<file path="config.mk">
export PLATFORM = sky130hd
export DESIGN_NAME = fetch_unit
export DESIGN_NICKNAME = d
export VERILOG_FILES = /design/src/fetch_pkg.sv /design/src/fetch_unit.sv /design/src/fetch_size_queue.sv /design/src/fetch_pc_ctrl.sv /design/src/fetch_predecode.sv
export VERILOG_INCLUDE_DIRS = /design/src
export SDC_FILE = /design/constraint.sdc
export NUM_CORES = 1
export LEC_CHECK = 0
export BUFFER_PORTS_ARGS = -buffer_cell sky130_fd_sc_hd__buf_4
export CAP_MARGIN = 20
export CORE_AREA = 5 5 275 223
export DETAILED_ROUTE_END_ITERATION = 6
export DIE_AREA = 0 0 280 228
export PLACE_DENSITY_LB_ADDON = 0.05
export RECOVER_POWER = 25
export SLEW_MARGIN = 20
export SYNTH_ARGS = -nofsm -noshare
export SYNTH_HDL_FRONTEND = slang
export SYNTH_SLANG_ARGS = --single-unit
export TNS_END_PERCENT = 100
</file>
<file path="constraint.sdc">
create_clock -name clk -period 4.9 [get_ports clk]
set_clock_uncertainty 0.2 [all_clocks]
set_input_delay 0.245 -clock clk [delete_from_list [all_inputs] [get_ports clk]]
set_output_delay 0.245 -clock clk [all_outputs]
set_load 0.01 [all_outputs]
</file>
<file path="src/fetch_macros.svh">
`ifndef FETCH_MACROS_SVH
`define FETCH_MACROS_SVH

// Width of every address and every fetched word.
`define FETCH_XLEN 32

// The length queue holds 2**FETCH_SQ_DEPTH_LOG entries.
`define FETCH_SQ_DEPTH_LOG 5

// ==================================================
// back-end encodings
// ==================================================

// An nxt_pc of all ones tells the fetch stage to fall through.
`define FETCH_NO_TARGET {`FETCH_XLEN{1'b1}}

`endif
</file>
<file path="src/fetch_pkg.sv">
`default_nettype none

`include "fetch_macros.svh"

package fetch_pkg;

    // ==================================================
    // datapath types
    // ==================================================

    typedef logic [`FETCH_XLEN-1:0] addr_t;
    typedef logic [`FETCH_XLEN-1:0] word_t;

    // Set for a 32-bit instruction, clear for a compressed one.
    typedef logic inst_len_t;

    typedef logic [`FETCH_SQ_DEPTH_LOG-1:0] sq_ptr_t;

    // ==================================================
    // fetch control
    // ==================================================

    typedef enum logic [1:0] {
        IDLE,
        WAIT_MEM,
        DELIVER,
        HALT_JALR
    } fetch_state_t;

endpackage

`default_nettype wire

</file>
<file path="src/fetch_unit.sv">
`default_nettype none
`timescale 1ns/1ns

`include "fetch_macros.svh"

module fetch_unit
    import fetch_pkg::*;
(
    input  logic  clk,
    input  logic  rst,
    input  logic  mem_valid,
    input  word_t mem_data,
    input  logic  lsb_full,
    input  logic  iq_full,
    input  logic  branch_taken,
    input  addr_t branch_pc,
    input  logic  branch_not_taken,
    input  logic  jalr_ready,
    input  addr_t jalr_addr,
    input  logic  pc_ready,
    input  addr_t nxt_pc,
    output logic  mem_req,
    output addr_t mem_addr,
    output word_t instruction,
    output logic  inst_valid,
    output addr_t inst_pc,
    output logic  flush,
    output addr_t commit_pc
);

    word_t     dec_word;
    addr_t     dec_pc;
    inst_len_t is_long;
    addr_t     pred_pc;
    logic      halt;
    logic      push;
    inst_len_t push_len;
    addr_t     fallthrough_pc;

    fetch_pc_ctrl u_pc_ctrl (
        .clk              (clk),
        .rst              (rst),
        .mem_valid        (mem_valid),
        .mem_data         (mem_data),
        .lsb_full         (lsb_full),
        .iq_full          (iq_full),
        .jalr_ready       (jalr_ready),
        .jalr_addr        (jalr_addr),
        .branch_not_taken (branch_not_taken),
        .fallthrough_pc   (fallthrough_pc),
        .is_long          (is_long),
        .pred_pc          (pred_pc),
        .halt             (halt),
        .mem_req          (mem_req),
        .mem_addr         (mem_addr),
        .instruction      (instruction),
        .inst_valid       (inst_valid),
        .inst_pc          (inst_pc),
        .flush            (flush),
        .push             (push),
        .push_len         (push_len),
        .dec_word         (dec_word),
        .dec_pc           (dec_pc)
    );

    fetch_predecode u_predecode (
        .word    (dec_word),
        .pc      (dec_pc),
        .is_long (is_long),
        .pred_pc (pred_pc),
        .halt    (halt)
    );

    fetch_size_queue u_size_queue (
        .clk              (clk),
        .rst              (rst),
        .push             (push),
        .push_len         (push_len),
        .branch_taken     (branch_taken),
        .branch_pc        (branch_pc),
        .branch_not_taken (branch_not_taken),
        .jalr_ready       (jalr_ready),
        .jalr_addr        (jalr_addr),
        .pc_ready         (pc_ready),
        .nxt_pc           (nxt_pc),
        .commit_pc        (commit_pc),
        .fallthrough_pc   (fallthrough_pc)
    );

endmodule

`default_nettype wire

</file>
<file path="src/fetch_size_queue.sv">
`default_nettype none
`timescale 1ns/1ns

`include "fetch_macros.svh"

module fetch_size_queue
    import fetch_pkg::*;
(
    input  logic      clk,
    input  logic      rst,
    input  logic      push,
    input  inst_len_t push_len,
    input  logic      branch_taken,
    input  addr_t     branch_pc,
    input  logic      branch_not_taken,
    input  logic      jalr_ready,
    input  addr_t     jalr_addr,
    input  logic      pc_ready,
    input  addr_t     nxt_pc,
    output addr_t     commit_pc,
    output addr_t     fallthrough_pc
);

    localparam int unsigned SQ_DEPTH = 1 << `FETCH_SQ_DEPTH_LOG;

    inst_len_t len_ring [SQ_DEPTH];

    sq_ptr_t                    head;
    sq_ptr_t                    tail;
    logic [`FETCH_SQ_DEPTH_LOG:0] count;
    logic                       pop;
    logic                       empty;
    logic                       full;
    inst_len_t                  head_len;

    // Every resolution strobe retires the oldest delivered instruction.
    assign pop      = branch_taken | branch_not_taken | jalr_ready | pc_ready;
    assign empty    = (count == '0);
    assign full     = count[`FETCH_SQ_DEPTH_LOG];
    assign head_len = len_ring[head];

    assign fallthrough_pc = head_len ? commit_pc + addr_t'(4) : commit_pc + addr_t'(2);

    always_ff @(posedge clk) begin
        if (push) begin
            len_ring[tail] <= push_len;
        end
    end

    always_ff @(posedge clk) begin
        if (rst) begin
            head      <= '0;
            tail      <= '0;
            count     <= '0;
            commit_pc <= '0;
        end else if (branch_not_taken) begin
            head      <= '0;
            tail      <= '0;
            count     <= '0;
            commit_pc <= fallthrough_pc;
        end else begin
            if (push) begin
                tail <= tail + 1'b1;
            end
            if (pop) begin
                head <= head + 1'b1;
            end
            if (push && !pop) begin
                count <= count + 1'b1;
            end else if (pop && !push) begin
                count <= count - 1'b1;
            end
            if (branch_taken) begin
                commit_pc <= branch_pc;
            end else if (jalr_ready) begin
                commit_pc <= jalr_addr;
            end else if (pc_ready) begin
                commit_pc <= (nxt_pc == `FETCH_NO_TARGET) ? fallthrough_pc : nxt_pc;
            end
        end
    end

    a_no_pop_empty: assert property (@(posedge clk) disable iff (rst) pop |-> !empty);

    a_no_push_full: assert property (@(posedge clk) disable iff (rst) push |-> !full);

    // the back end resolves at most one instruction per cycle.
    a_one_strobe: assert property (@(posedge clk) disable iff (rst)
        $onehot0({branch_taken, branch_not_taken, jalr_ready, pc_ready}));

endmodule

`default_nettype wire

</file>
<file path="src/fetch_pc_ctrl.sv">
`default_nettype none
`timescale 1ns/1ns

`include "fetch_macros.svh"

module fetch_pc_ctrl
    import fetch_pkg::*;
(
    input  logic      clk,
    input  logic      rst,
    input  logic      mem_valid,
    input  word_t     mem_data,
    input  logic      lsb_full,
    input  logic      iq_full,
    input  logic      jalr_ready,
    input  addr_t     jalr_addr,
    input  logic      branch_not_taken,
    input  addr_t     fallthrough_pc,
    input  inst_len_t is_long,
    input  addr_t     pred_pc,
    input  logic      halt,
    output logic      mem_req,
    output addr_t     mem_addr,
    output word_t     instruction,
    output logic      inst_valid,
    output addr_t     inst_pc,
    output logic      flush,
    output logic      push,
    output inst_len_t push_len,
    output word_t     dec_word,
    output addr_t     dec_pc
);

    fetch_state_t state;
    addr_t        fetch_pc;
    logic         drop;
    logic         stall;
    logic         issue;
    logic         deliver;

    assign stall = lsb_full | iq_full;

    // The word is predecoded in the cycle it arrives so that the next
    // fetch address is ready on the delivery edge.
    assign dec_word = mem_data;
    assign dec_pc   = fetch_pc;

    assign issue = ((state == IDLE) || (state == DELIVER)) && !stall && !branch_not_taken;

    assign deliver = (state == WAIT_MEM) && mem_valid && !drop && !branch_not_taken;

    // ==================================================
    // state machine
    // ==================================================

    always_ff @(posedge clk) begin
        if (rst) begin
            state      <= IDLE;
            fetch_pc   <= '0;
            drop       <= 1'b0;
            mem_req    <= 1'b0;
            inst_valid <= 1'b0;
            flush      <= 1'b0;
            push       <= 1'b0;
        end else begin
            mem_req    <= issue;
            inst_valid <= deliver;
            push       <= deliver;
            flush      <= branch_not_taken;
            if (branch_not_taken) begin
                fetch_pc <= fallthrough_pc;
                // a response still on its way belongs to the wrong path.
                if ((state == WAIT_MEM) && !mem_valid) begin
                    state <= WAIT_MEM;
                    drop  <= 1'b1;
                end else begin
                    state <= IDLE;
                    drop  <= 1'b0;
                end
            end else begin
                case (state)
                    IDLE, DELIVER: begin
                        state <= issue ? WAIT_MEM : IDLE;
                    end
                    WAIT_MEM: begin
                        if (mem_valid) begin
                            drop <= 1'b0;
                            if (drop) begin
                                state <= IDLE;
                            end else begin
                                fetch_pc <= pred_pc;
                                state    <= halt ? HALT_JALR : DELIVER;
                            end
                        end
                    end
                    HALT_JALR: begin
                        if (jalr_ready) begin
                            fetch_pc <= jalr_addr;
                            state    <= IDLE;
                        end
                    end
                    default: begin
                        state <= IDLE;
                    end
                endcase
            end
        end
    end

    // ==================================================
    // request and delivery payload
    // ==================================================

    always_ff @(posedge clk) begin
        if (issue) begin
            mem_addr <= fetch_pc;
        end
        if (deliver) begin
            instruction <= mem_data;
            inst_pc     <= fetch_pc;
            push_len    <= is_long;
        end
    end

    // The memory only answers a request that is still outstanding.
    a_resp_outstanding: assert property (@(posedge clk) disable iff (rst)
        mem_valid |-> (state == WAIT_MEM));

endmodule

`default_nettype wire

</file>
<file path="src/fetch_predecode.sv">
`default_nettype none
`timescale 1ns/1ns

`include "fetch_macros.svh"

module fetch_predecode
    import fetch_pkg::*;
(
    input  word_t     word,
    input  addr_t     pc,
    output inst_len_t is_long,
    output addr_t     pred_pc,
    output logic      halt
);

    // ==================================================
    // opcode and funct3 encodings
    // ==================================================

    localparam logic [6:0] OP_JAL    = 7'b1101111;
    localparam logic [6:0] OP_BRANCH = 7'b1100011;
    localparam logic [6:0] OP_JALR   = 7'b1100111;

    localparam logic [1:0] QUAD_C1 = 2'b01;
    localparam logic [1:0] QUAD_C2 = 2'b10;

    localparam logic [2:0] F3_C_JAL  = 3'b001;
    localparam logic [2:0] F3_C_J    = 3'b101;
    localparam logic [2:0] F3_C_BEQZ = 3'b110;
    localparam logic [2:0] F3_C_BNEZ = 3'b111;
    localparam logic [2:0] F3_C_JR   = 3'b100;

    logic [6:0] opcode;
    logic [2:0] funct3;
    logic [1:0] quad;
    logic       c_reg_jump;

    addr_t imm_j;
    addr_t imm_b;
    addr_t imm_cj;
    addr_t imm_cb;
    addr_t seq_pc;

    assign opcode = word[6:0];
    assign funct3 = word[15:13];
    assign quad   = word[1:0];

    // Both low bits set marks a full-width instruction.
    assign is_long = &quad;
    assign seq_pc  = is_long ? pc + addr_t'(4) : pc + addr_t'(2);

    // ==================================================
    // immediates
    // ==================================================

    assign imm_j = {{(`FETCH_XLEN-20){word[31]}}, word[19:12], word[20],
                    word[30:21], 1'b0};

    assign imm_b = {{(`FETCH_XLEN-12){word[31]}}, word[7], word[30:25],
                    word[11:8], 1'b0};

    assign imm_cj = {{(`FETCH_XLEN-11){word[12]}}, word[8], word[10:9],
                     word[6], word[7], word[2], word[11], word[5:3], 1'b0};

    assign imm_cb = {{(`FETCH_XLEN-8){word[12]}}, word[6:5], word[2],
                     word[11:10], word[4:3], 1'b0};

    // C.JR and C.JALR share funct3 with C.MV and C.ADD; rs2 of zero
    // and a nonzero rs1 single out the register jumps.
    assign c_reg_jump = (quad == QUAD_C2) && (funct3 == F3_C_JR) &&
                        (word[6:2] == 5'b00000) && (word[11:7] != 5'b00000);

    // ==================================================
    // static prediction
    // ==================================================

    always_comb begin
        pred_pc = seq_pc;
        halt    = 1'b0;
        if (is_long) begin
            case (opcode)
                OP_JAL: begin
                    pred_pc = pc + imm_j;
                end
                OP_BRANCH: begin
                    // backward and forward branches alike are taken.
                    pred_pc = pc + imm_b;
                end
                OP_JALR: begin
                    halt = 1'b1;
                end
                default: begin
                    pred_pc = seq_pc;
                end
            endcase
        end else if (quad == QUAD_C1) begin
            case (funct3)
                F3_C_JAL, F3_C_J: begin
                    pred_pc = pc + imm_cj;
                end
                F3_C_BEQZ, F3_C_BNEZ: begin
                    pred_pc = pc + imm_cb;
                end
                default: begin
                    pred_pc = seq_pc;
                end
            endcase
        end else if (c_reg_jump) begin
            halt = 1'b1;
        end
    end

endmodule

`default_nettype wire

</file>
**Yosys cells after proc, flatten, opt, wreduce, memory -nomap -nowiden**

Memory sizes are Yosys's and may differ from the RTL's. A register that Yosys moved wholly into a read port is not among the register bits.
Index checks and enable logic that the tools add are counted.

- Add/subtract/negate cells: 10
- Eq/ne operators: 17
- Muxes and demuxes: 36
- Bitwise gates (word level): 4
- Reduce and logical (&&, ||, !) cells: 29

Operator list:

| operator | number |
|---|---|
| 2-to-1 mux 32 bit | 13 |
| case mux 32 bit (2 select lines) | 3 |
| adder 32 bit | 4 |
| adder 32 x 2 -> 32 bit, second input constant | 2 |
| adder 32 x 3 -> 32 bit, second input constant | 2 |
| == test 32 bit, second input constant | 1 |
| == test 7 bit, second input constant | 3 |
| 2-to-1 mux 1 bit | 13 |
| == test 3 bit, second input constant | 4 |
| adder 5 x 1 -> 5 bit, second input constant | 2 |
| 2-to-1 mux 5 bit | 2 |
| logical AND 1 bit | 9 |
| inequality test 3 bit, second input constant | 3 |
| 2-to-1 mux 2 bit | 4 |
| OR reduction 2 bit | 4 |
| == test 2 bit, second input constant | 3 |
| case mux 2 bit (3 select lines) | 1 |
| AND reduction 2 bit | 3 |
| logical NOT 5 bit | 1 |
| nonzero test 5 bit | 1 |
| == test 2 x 1 -> 1 bit, second input constant | 2 |
| logical NOT 1 bit | 4 |
| bitwise OR 1 bit | 4 |
| AND reduction 4 bit | 1 |
| other kinds (6) | 7 |

- Flip-flop bits (word level): 177
- Bits in writable memories: 32
- Input port bits: 137
- Output and inout bits: 131
- Word-level logic and storage cells: 110
- Memories kept: 1

Memories:

| name | words | width | rd ports | clocked after Yosys merged registers in | wr ports | RTL line | text |
|---|---|---|---|---|---|---|---|
| u_size_queue.len_ring | 32 | 1 | 1 | 1 | 1 | fetch_size_queue.sv:26 | `inst_len_t len_ring [SQ_DEPTH];` |

**Longest topological paths before layout**

- Depth after elaboration: 12
- Mapped depth: 18
- Depth with buffers taken out: 16

**Modules after synthesis**

A second synthesis with hierarchy kept.

- Cell total of the unflattened synthesis: 1,725
- Area total of the unflattened synthesis: 15,661.3 µm²

Modules (own cells, without submodules):

| module | times used | cells each | area an instance (µm²) | sequential area each (µm²) |
|---|---|---|---|---|
| fetch_pc_ctrl | 1 | 415 | 5,720.5 | 3,673.5 |
| fetch_size_queue | 1 | 618 | 5,255.0 | 1,901.8 |
| fetch_predecode | 1 | 692 | 4,685.7 | 0.0 |

**Worst setup path before layout**

OpenSTA, ideal clock, no wires.

- Path type: input to register
- From: input branch_not_taken
- To: register u_pc_ctrl.mem_addr[0] (enable)
- Setup time: 510 ps
- Arrival: 3,802 ps
- Slack: 388 ps
- Stages on the path: 3
- Buffers on the path: 2
- Path through: clkbuf_1 > clkbuf_1 > nor4_1

- Word-level cells in the longest chain between the ends: 2

RTL lines:

| element | RTL line | text |
|---|---|---|
| start: declaration | fetch_unit.sv:17 | `input logic branch_not_taken,` |
| logical NOT 1 bit | fetch_pc_ctrl.sv:48 | `assign issue = ((state == IDLE) \|\| (state == DELIVER)) && !stall && !branch_not_taken;` |
| logical AND 1 bit | fetch_pc_ctrl.sv:48 |  |
| via u_pc_ctrl.issue | fetch_pc_ctrl.sv:38 | `logic issue;` |
| end signal: assignment | fetch_pc_ctrl.sv:116 | `mem_addr <= fetch_pc;` |
| end: declaration | fetch_pc_ctrl.sv:23 | `output addr_t mem_addr,` |

The timed path passes the listed nets, and every way through them passes these cells.
A chain may end at the register's enable or synchronous reset.

**Worst setup path in the final report**

- From: input mem_data[15]
- To: register u_pc_ctrl.fetch_pc[22] (netlist: u_pc_ctrl.dec_pc[22])

- Word-level cells in the longest chain between the ends: 9

RTL lines:

| element | RTL line | text |
|---|---|---|
| start: declaration | fetch_unit.sv:12 | `input word_t mem_data,` |
| parallel branches: the longest is 4 deep, another holds adder 32 bit | - |  |
| 2-to-1 mux 32 bit * | fetch_predecode.sv:80 | `if (is_long) begin` |
| 2-to-1 mux 32 bit * | fetch_pc_ctrl.sv:88 | `if (drop) begin` |
| 2-to-1 mux 32 bit * | fetch_pc_ctrl.sv:86 | `if (mem_valid) begin` |
| case mux 32 bit (2 select lines) * | fetch_pc_ctrl.sv:81 | `case (state)` |
| 2-to-1 mux 32 bit * | fetch_pc_ctrl.sv:70 | `if (branch_not_taken) begin` |
| end signal: assignment | fetch_pc_ctrl.sv:71 | `fetch_pc <= fallthrough_pc;` |
| end signal: assignment | fetch_pc_ctrl.sv:91 | `fetch_pc <= pred_pc;` |
| end signal: assignment | fetch_pc_ctrl.sv:98 | `fetch_pc <= jalr_addr;` |
| end: declaration | fetch_pc_ctrl.sv:35 | `addr_t fetch_pc;` |

Mark *: on every way between the ends. The select of a mux whose other input is x is not followed.

==> summary by stage <==
Synthesis
The number of flops mapped to enable cells by yosys is ~130. The synthesized netlist contains 85 unique library cells. The largest family of logic cells by synthesized area is compound AO/OA/AOI/OAI gates.

After Yosys synthesis, full adders, half adders and majority gates account for 6.280% of the synthesized area. The post-synthesis register bit count is around 210. During synthesis, Yosys emitted a total of 0 warnings. The cell area that synthesis handed to floorplanning was 14,380 sq um. A synthesized cell averages 9.046 sq um. Of the total synthesized cell area, the portion taken by AND, OR, NAND and NOR gates is between 10% and 20%. The top cell type by area accounts for 26.93% of the synthesized area. The biggest area consumer among synthesized cells is edfxtp_1. The synthesized-area fraction occupied by ao, oa, aoi and oai cells is about a quarter. In the synthesized netlist, mux cells make up 3.662% of the area. After Yosys synthesis, XOR and XNOR cells account for under 10% of the synthesized area. The net count after synthesis is roughly 1,800.

The primary flip-flop cell chosen by synthesis mapping is edfxtp_1. The register area share after synthesis is between 30% and 40%. The proportion of synthesized flip-flops having asynchronous set or reset is 0%.

Synthesis produced a netlist whose cell count is 1,590. After synthesis, the cell types taking the most area are edfxtp_1 (27%), dfxtp_1 (12%), ha_1 (6.0%).

CTS
The H-tree depth is 1. Clock-pin slew was measured on the worst setup and hold paths at 0.07 ns. Clock tree synthesis selected as its root buffer the cell clkbuf_16. The TritonCTS sink count is ~210.

The clock buffer count from CTS is 28. The clock latency on the worst-skew pair is a little under 0.6 ns. The maximum buffer depth of the clock tree is 3. TritonCTS built the clock tree.

In this run the post-CTS setup repair buffer count came out at 0.

Detailed routing
After detailed routing, the number of remaining DRC violations is 0. The total detailed-routing wirelength is around 65,000 microns. After detailed routing, the average wire length per cell comes to roughly 23 microns. The total via count in the routed design is 14,340.

In the routed layout, each cell is associated on average with a via count of between 5 and 6. The first detailed-routing pass took 5 iterations. The remaining antenna violation count after routing is 0. The count of routing violations after the opening detailed-route iteration is a little over 1,000.

Pwr
In this run the power density over the cells is between 200 and 300 nW/um^2. The overall power consumption is 5.334 mW. The standby leakage power is 7.360 nW.

The maximum vdd ir drop is around 0.00026 V.

Setup path
The biggest fanout along the worst timing path is 6. The sort of element at the start of the critical path is a primary input. The critical path data required time is 5.16 ns. The peak per-stage delay on the critical path is 0.58 ns. The setup path with the least slack is of type in -> reg. The critical path launch point is mem_data[15]. The worst setup path is captured at a flip-flop. Among all stages on the critical path, the largest delay is contributed by dlygate4sd3_1. The signal arrival time at the worst endpoint is approximately 4.8 ns. The signal on the critical path passes through dlygate4sd3_1 -> clkbuf_1 -> nand2_1 -> mux2_2 -> ha_1 -> o211ai_1 -> o21ai_0 -> buf_4 -> o211ai_1 -> a2111oi_0 -> nor3_1 -> xor2_1 -> o221ai_1 -> a21oi_1 -> o22ai_1 -> dlygate4sd3_1.

Timing
Final hold analysis gives a worst-case slack of 0.03906 ns. Headroom to the max-slew limit came out at around 23%. Setup repair after global routing left no endpoint under its margin.

The number of setup violations in the final report is 0. For this run, the top clock speed supported by timing is roughly 220 MHz. After routing, the total negative slack on setup checks comes to 0 ns. The count of final hold-check violations is 0. The time the worst path needs with I/O delays and setup is approximately 4.6 ns. The final count of pins violating max slew is 0. The final period utilization is between 90% and 100%. The slew of the pin with the lowest slew margin is around 1.2 ns.

Floorplan
The die width is about 280 microns. 268 I/O pins were placed. The die covers roughly 64,000 sq um.

The floorplan step defined a core boundary enclosing a little under 60,000 sq um. The die is around 230 microns tall. The initial utilization of the core area, before any placement, comes to between 20 and 25%. The floorplan has 79 rows.

Status
The flow ran to the end, and the final reports show no timing, DRC or antenna violations.

Global routing
The total routing resource utilization after global routing is 19.41%. The largest net degree at the start of global routing is 46. The via count of the first global-routing pass is ~14,000. The first global-routing pass estimated 95,680 microns of wire. The number of antenna violations at the first check in global routing is 1.

After global routing the overflow that remains totals 0.

Layout
The total number of nets in the final design is roughly 2,200. The final core area utilization is between 30% and 40%. The layout overhead on the synthesized area is 33.50%. The number of antenna diodes in the final layout is 0. In the layout the commonest cells are buf_4 (251), nor2_1 (143), edfxtp_1 (129). The most common cell after layout, fill and taps aside is buf_4. Leaving out filler cells and counting taps, the final layout contains 2,751. Cells with a size suffix above 1 make up 17.00% of the layout.

Worst hold path
The startpoint of the worst hold path is jalr_addr[15]. The class of the worst hold path is in -> reg.

Run
The tool flagged a number of max-cap violations equal to 0.

Placed design
Summed over all nets, the half-perimeter wirelength after detailed placement is 49,190 microns. Once placement completed, the tool counted placed cells totaling 2,586. The congestion estimate from routability-driven global placement came to around 0.88. The count of buffers inserted at the top-level ports is about 270.
[sequential cells by signal (all words and copies together) (netlist names), named ones only]
name and cells:
u_pc_ctrl.state 2, u_pc_ctrl.inst_pc 32, u_size_queue.tail 5, u_size_queue.len_ring 32, u_size_queue.commit_pc 32, u_pc_ctrl.mem_req 1
u_pc_ctrl.instruction 32, u_pc_ctrl.dec_pc 32, u_pc_ctrl.flush 1, u_size_queue.head 5, u_pc_ctrl.mem_addr 32, u_pc_ctrl.drop 1
u_pc_ctrl.push_len 1, u_pc_ctrl.inst_valid 1
[where the power goes]
part	internal, mW	switching (mW)	total [mW]
Sequential	1.97	0.101	2.07
Combinational	0.515	0.714	1.23
Clock	1.15	0.883	2.04
[cell usage after synthesis (all sizes together), types with 33 or more instances]
master and instances:
xnor2 66, ha 69, nor2 145, a21o 42, clkbuf 76, xor2 43
dfxtp 85, nand3 44, nand2 127, edfxtp 129, o21ai 125, a21oi 127
nor3 33, inv 33
[final cells by class]
cell class                      instances  area (sq um)
Timing Repair Buffer                  426          3254
Tap cell                              769         962.2
Fill cell                            6205         38720
Multi-Input combinational cell       1256          8382
Inverter                               35         132.6
Clock inverter                         21         187.7
Sequential cell                       214          5575
Clock buffer                           30         708.2
[repair_timing]
action / CTS / global route
gates resized for setup: 0 / 11
hold endpoints to repair: 99 / 0
setup endpoints to repair: 0 / 13
hold buffers: 114 / 0
[kinds of logic after synthesis]
kind of cell    count (synthesis)
flops                         214
buf+inv                       120
simple gates                  518
fa+ha+maj                      71
mux                            41
compound gates                517
xor+xnor                      109
[critical path: cells and delay by family]
family | cells | cell delay (ns)
buf+inv | 4 | 1.63
mux | 1 | 0.34
xor+xnor | 1 | 0.35
fa+ha+maj | 1 | 0.33
simple gates | 2 | 0.61
compound gates | 7 | 1.33
[per-layer routing]
layer | GRT usage [%] | part of all wire [%] | vias to the layer above
met5 | 0 | 0.020 | -
met4 | 3.689 | 2.0 | 2
met3 | 2.962 | 5.6 | 60
met2 | 29.58 | 43 | 451
met1 | 29.24 | 49 | 7007
li1 | - | - | 6816
[stage by stage]
stage	setup slack, ns	instance area (sq um)
finish	0.3344	19200
detailed placement	0.1105	17350
CTS	0.1390	19380
global placement	0.09912	17350
global route	0.02354	19200
floorplan	0.3877	14380
[final timing paths]
check	to	slack (ns)	depth (start not counted)
worst max-delay path	u_pc_ctrl.dec_pc[22]	0.33	16
worst min-delay path	u_pc_ctrl.dec_pc[15]	0.04	4
worst max register to register	u_size_queue.commit_pc[26]	0.55	10
worst min register to register	u_pc_ctrl.dec_pc[4]	0.33	2
(Power assumes the default switching activity.)
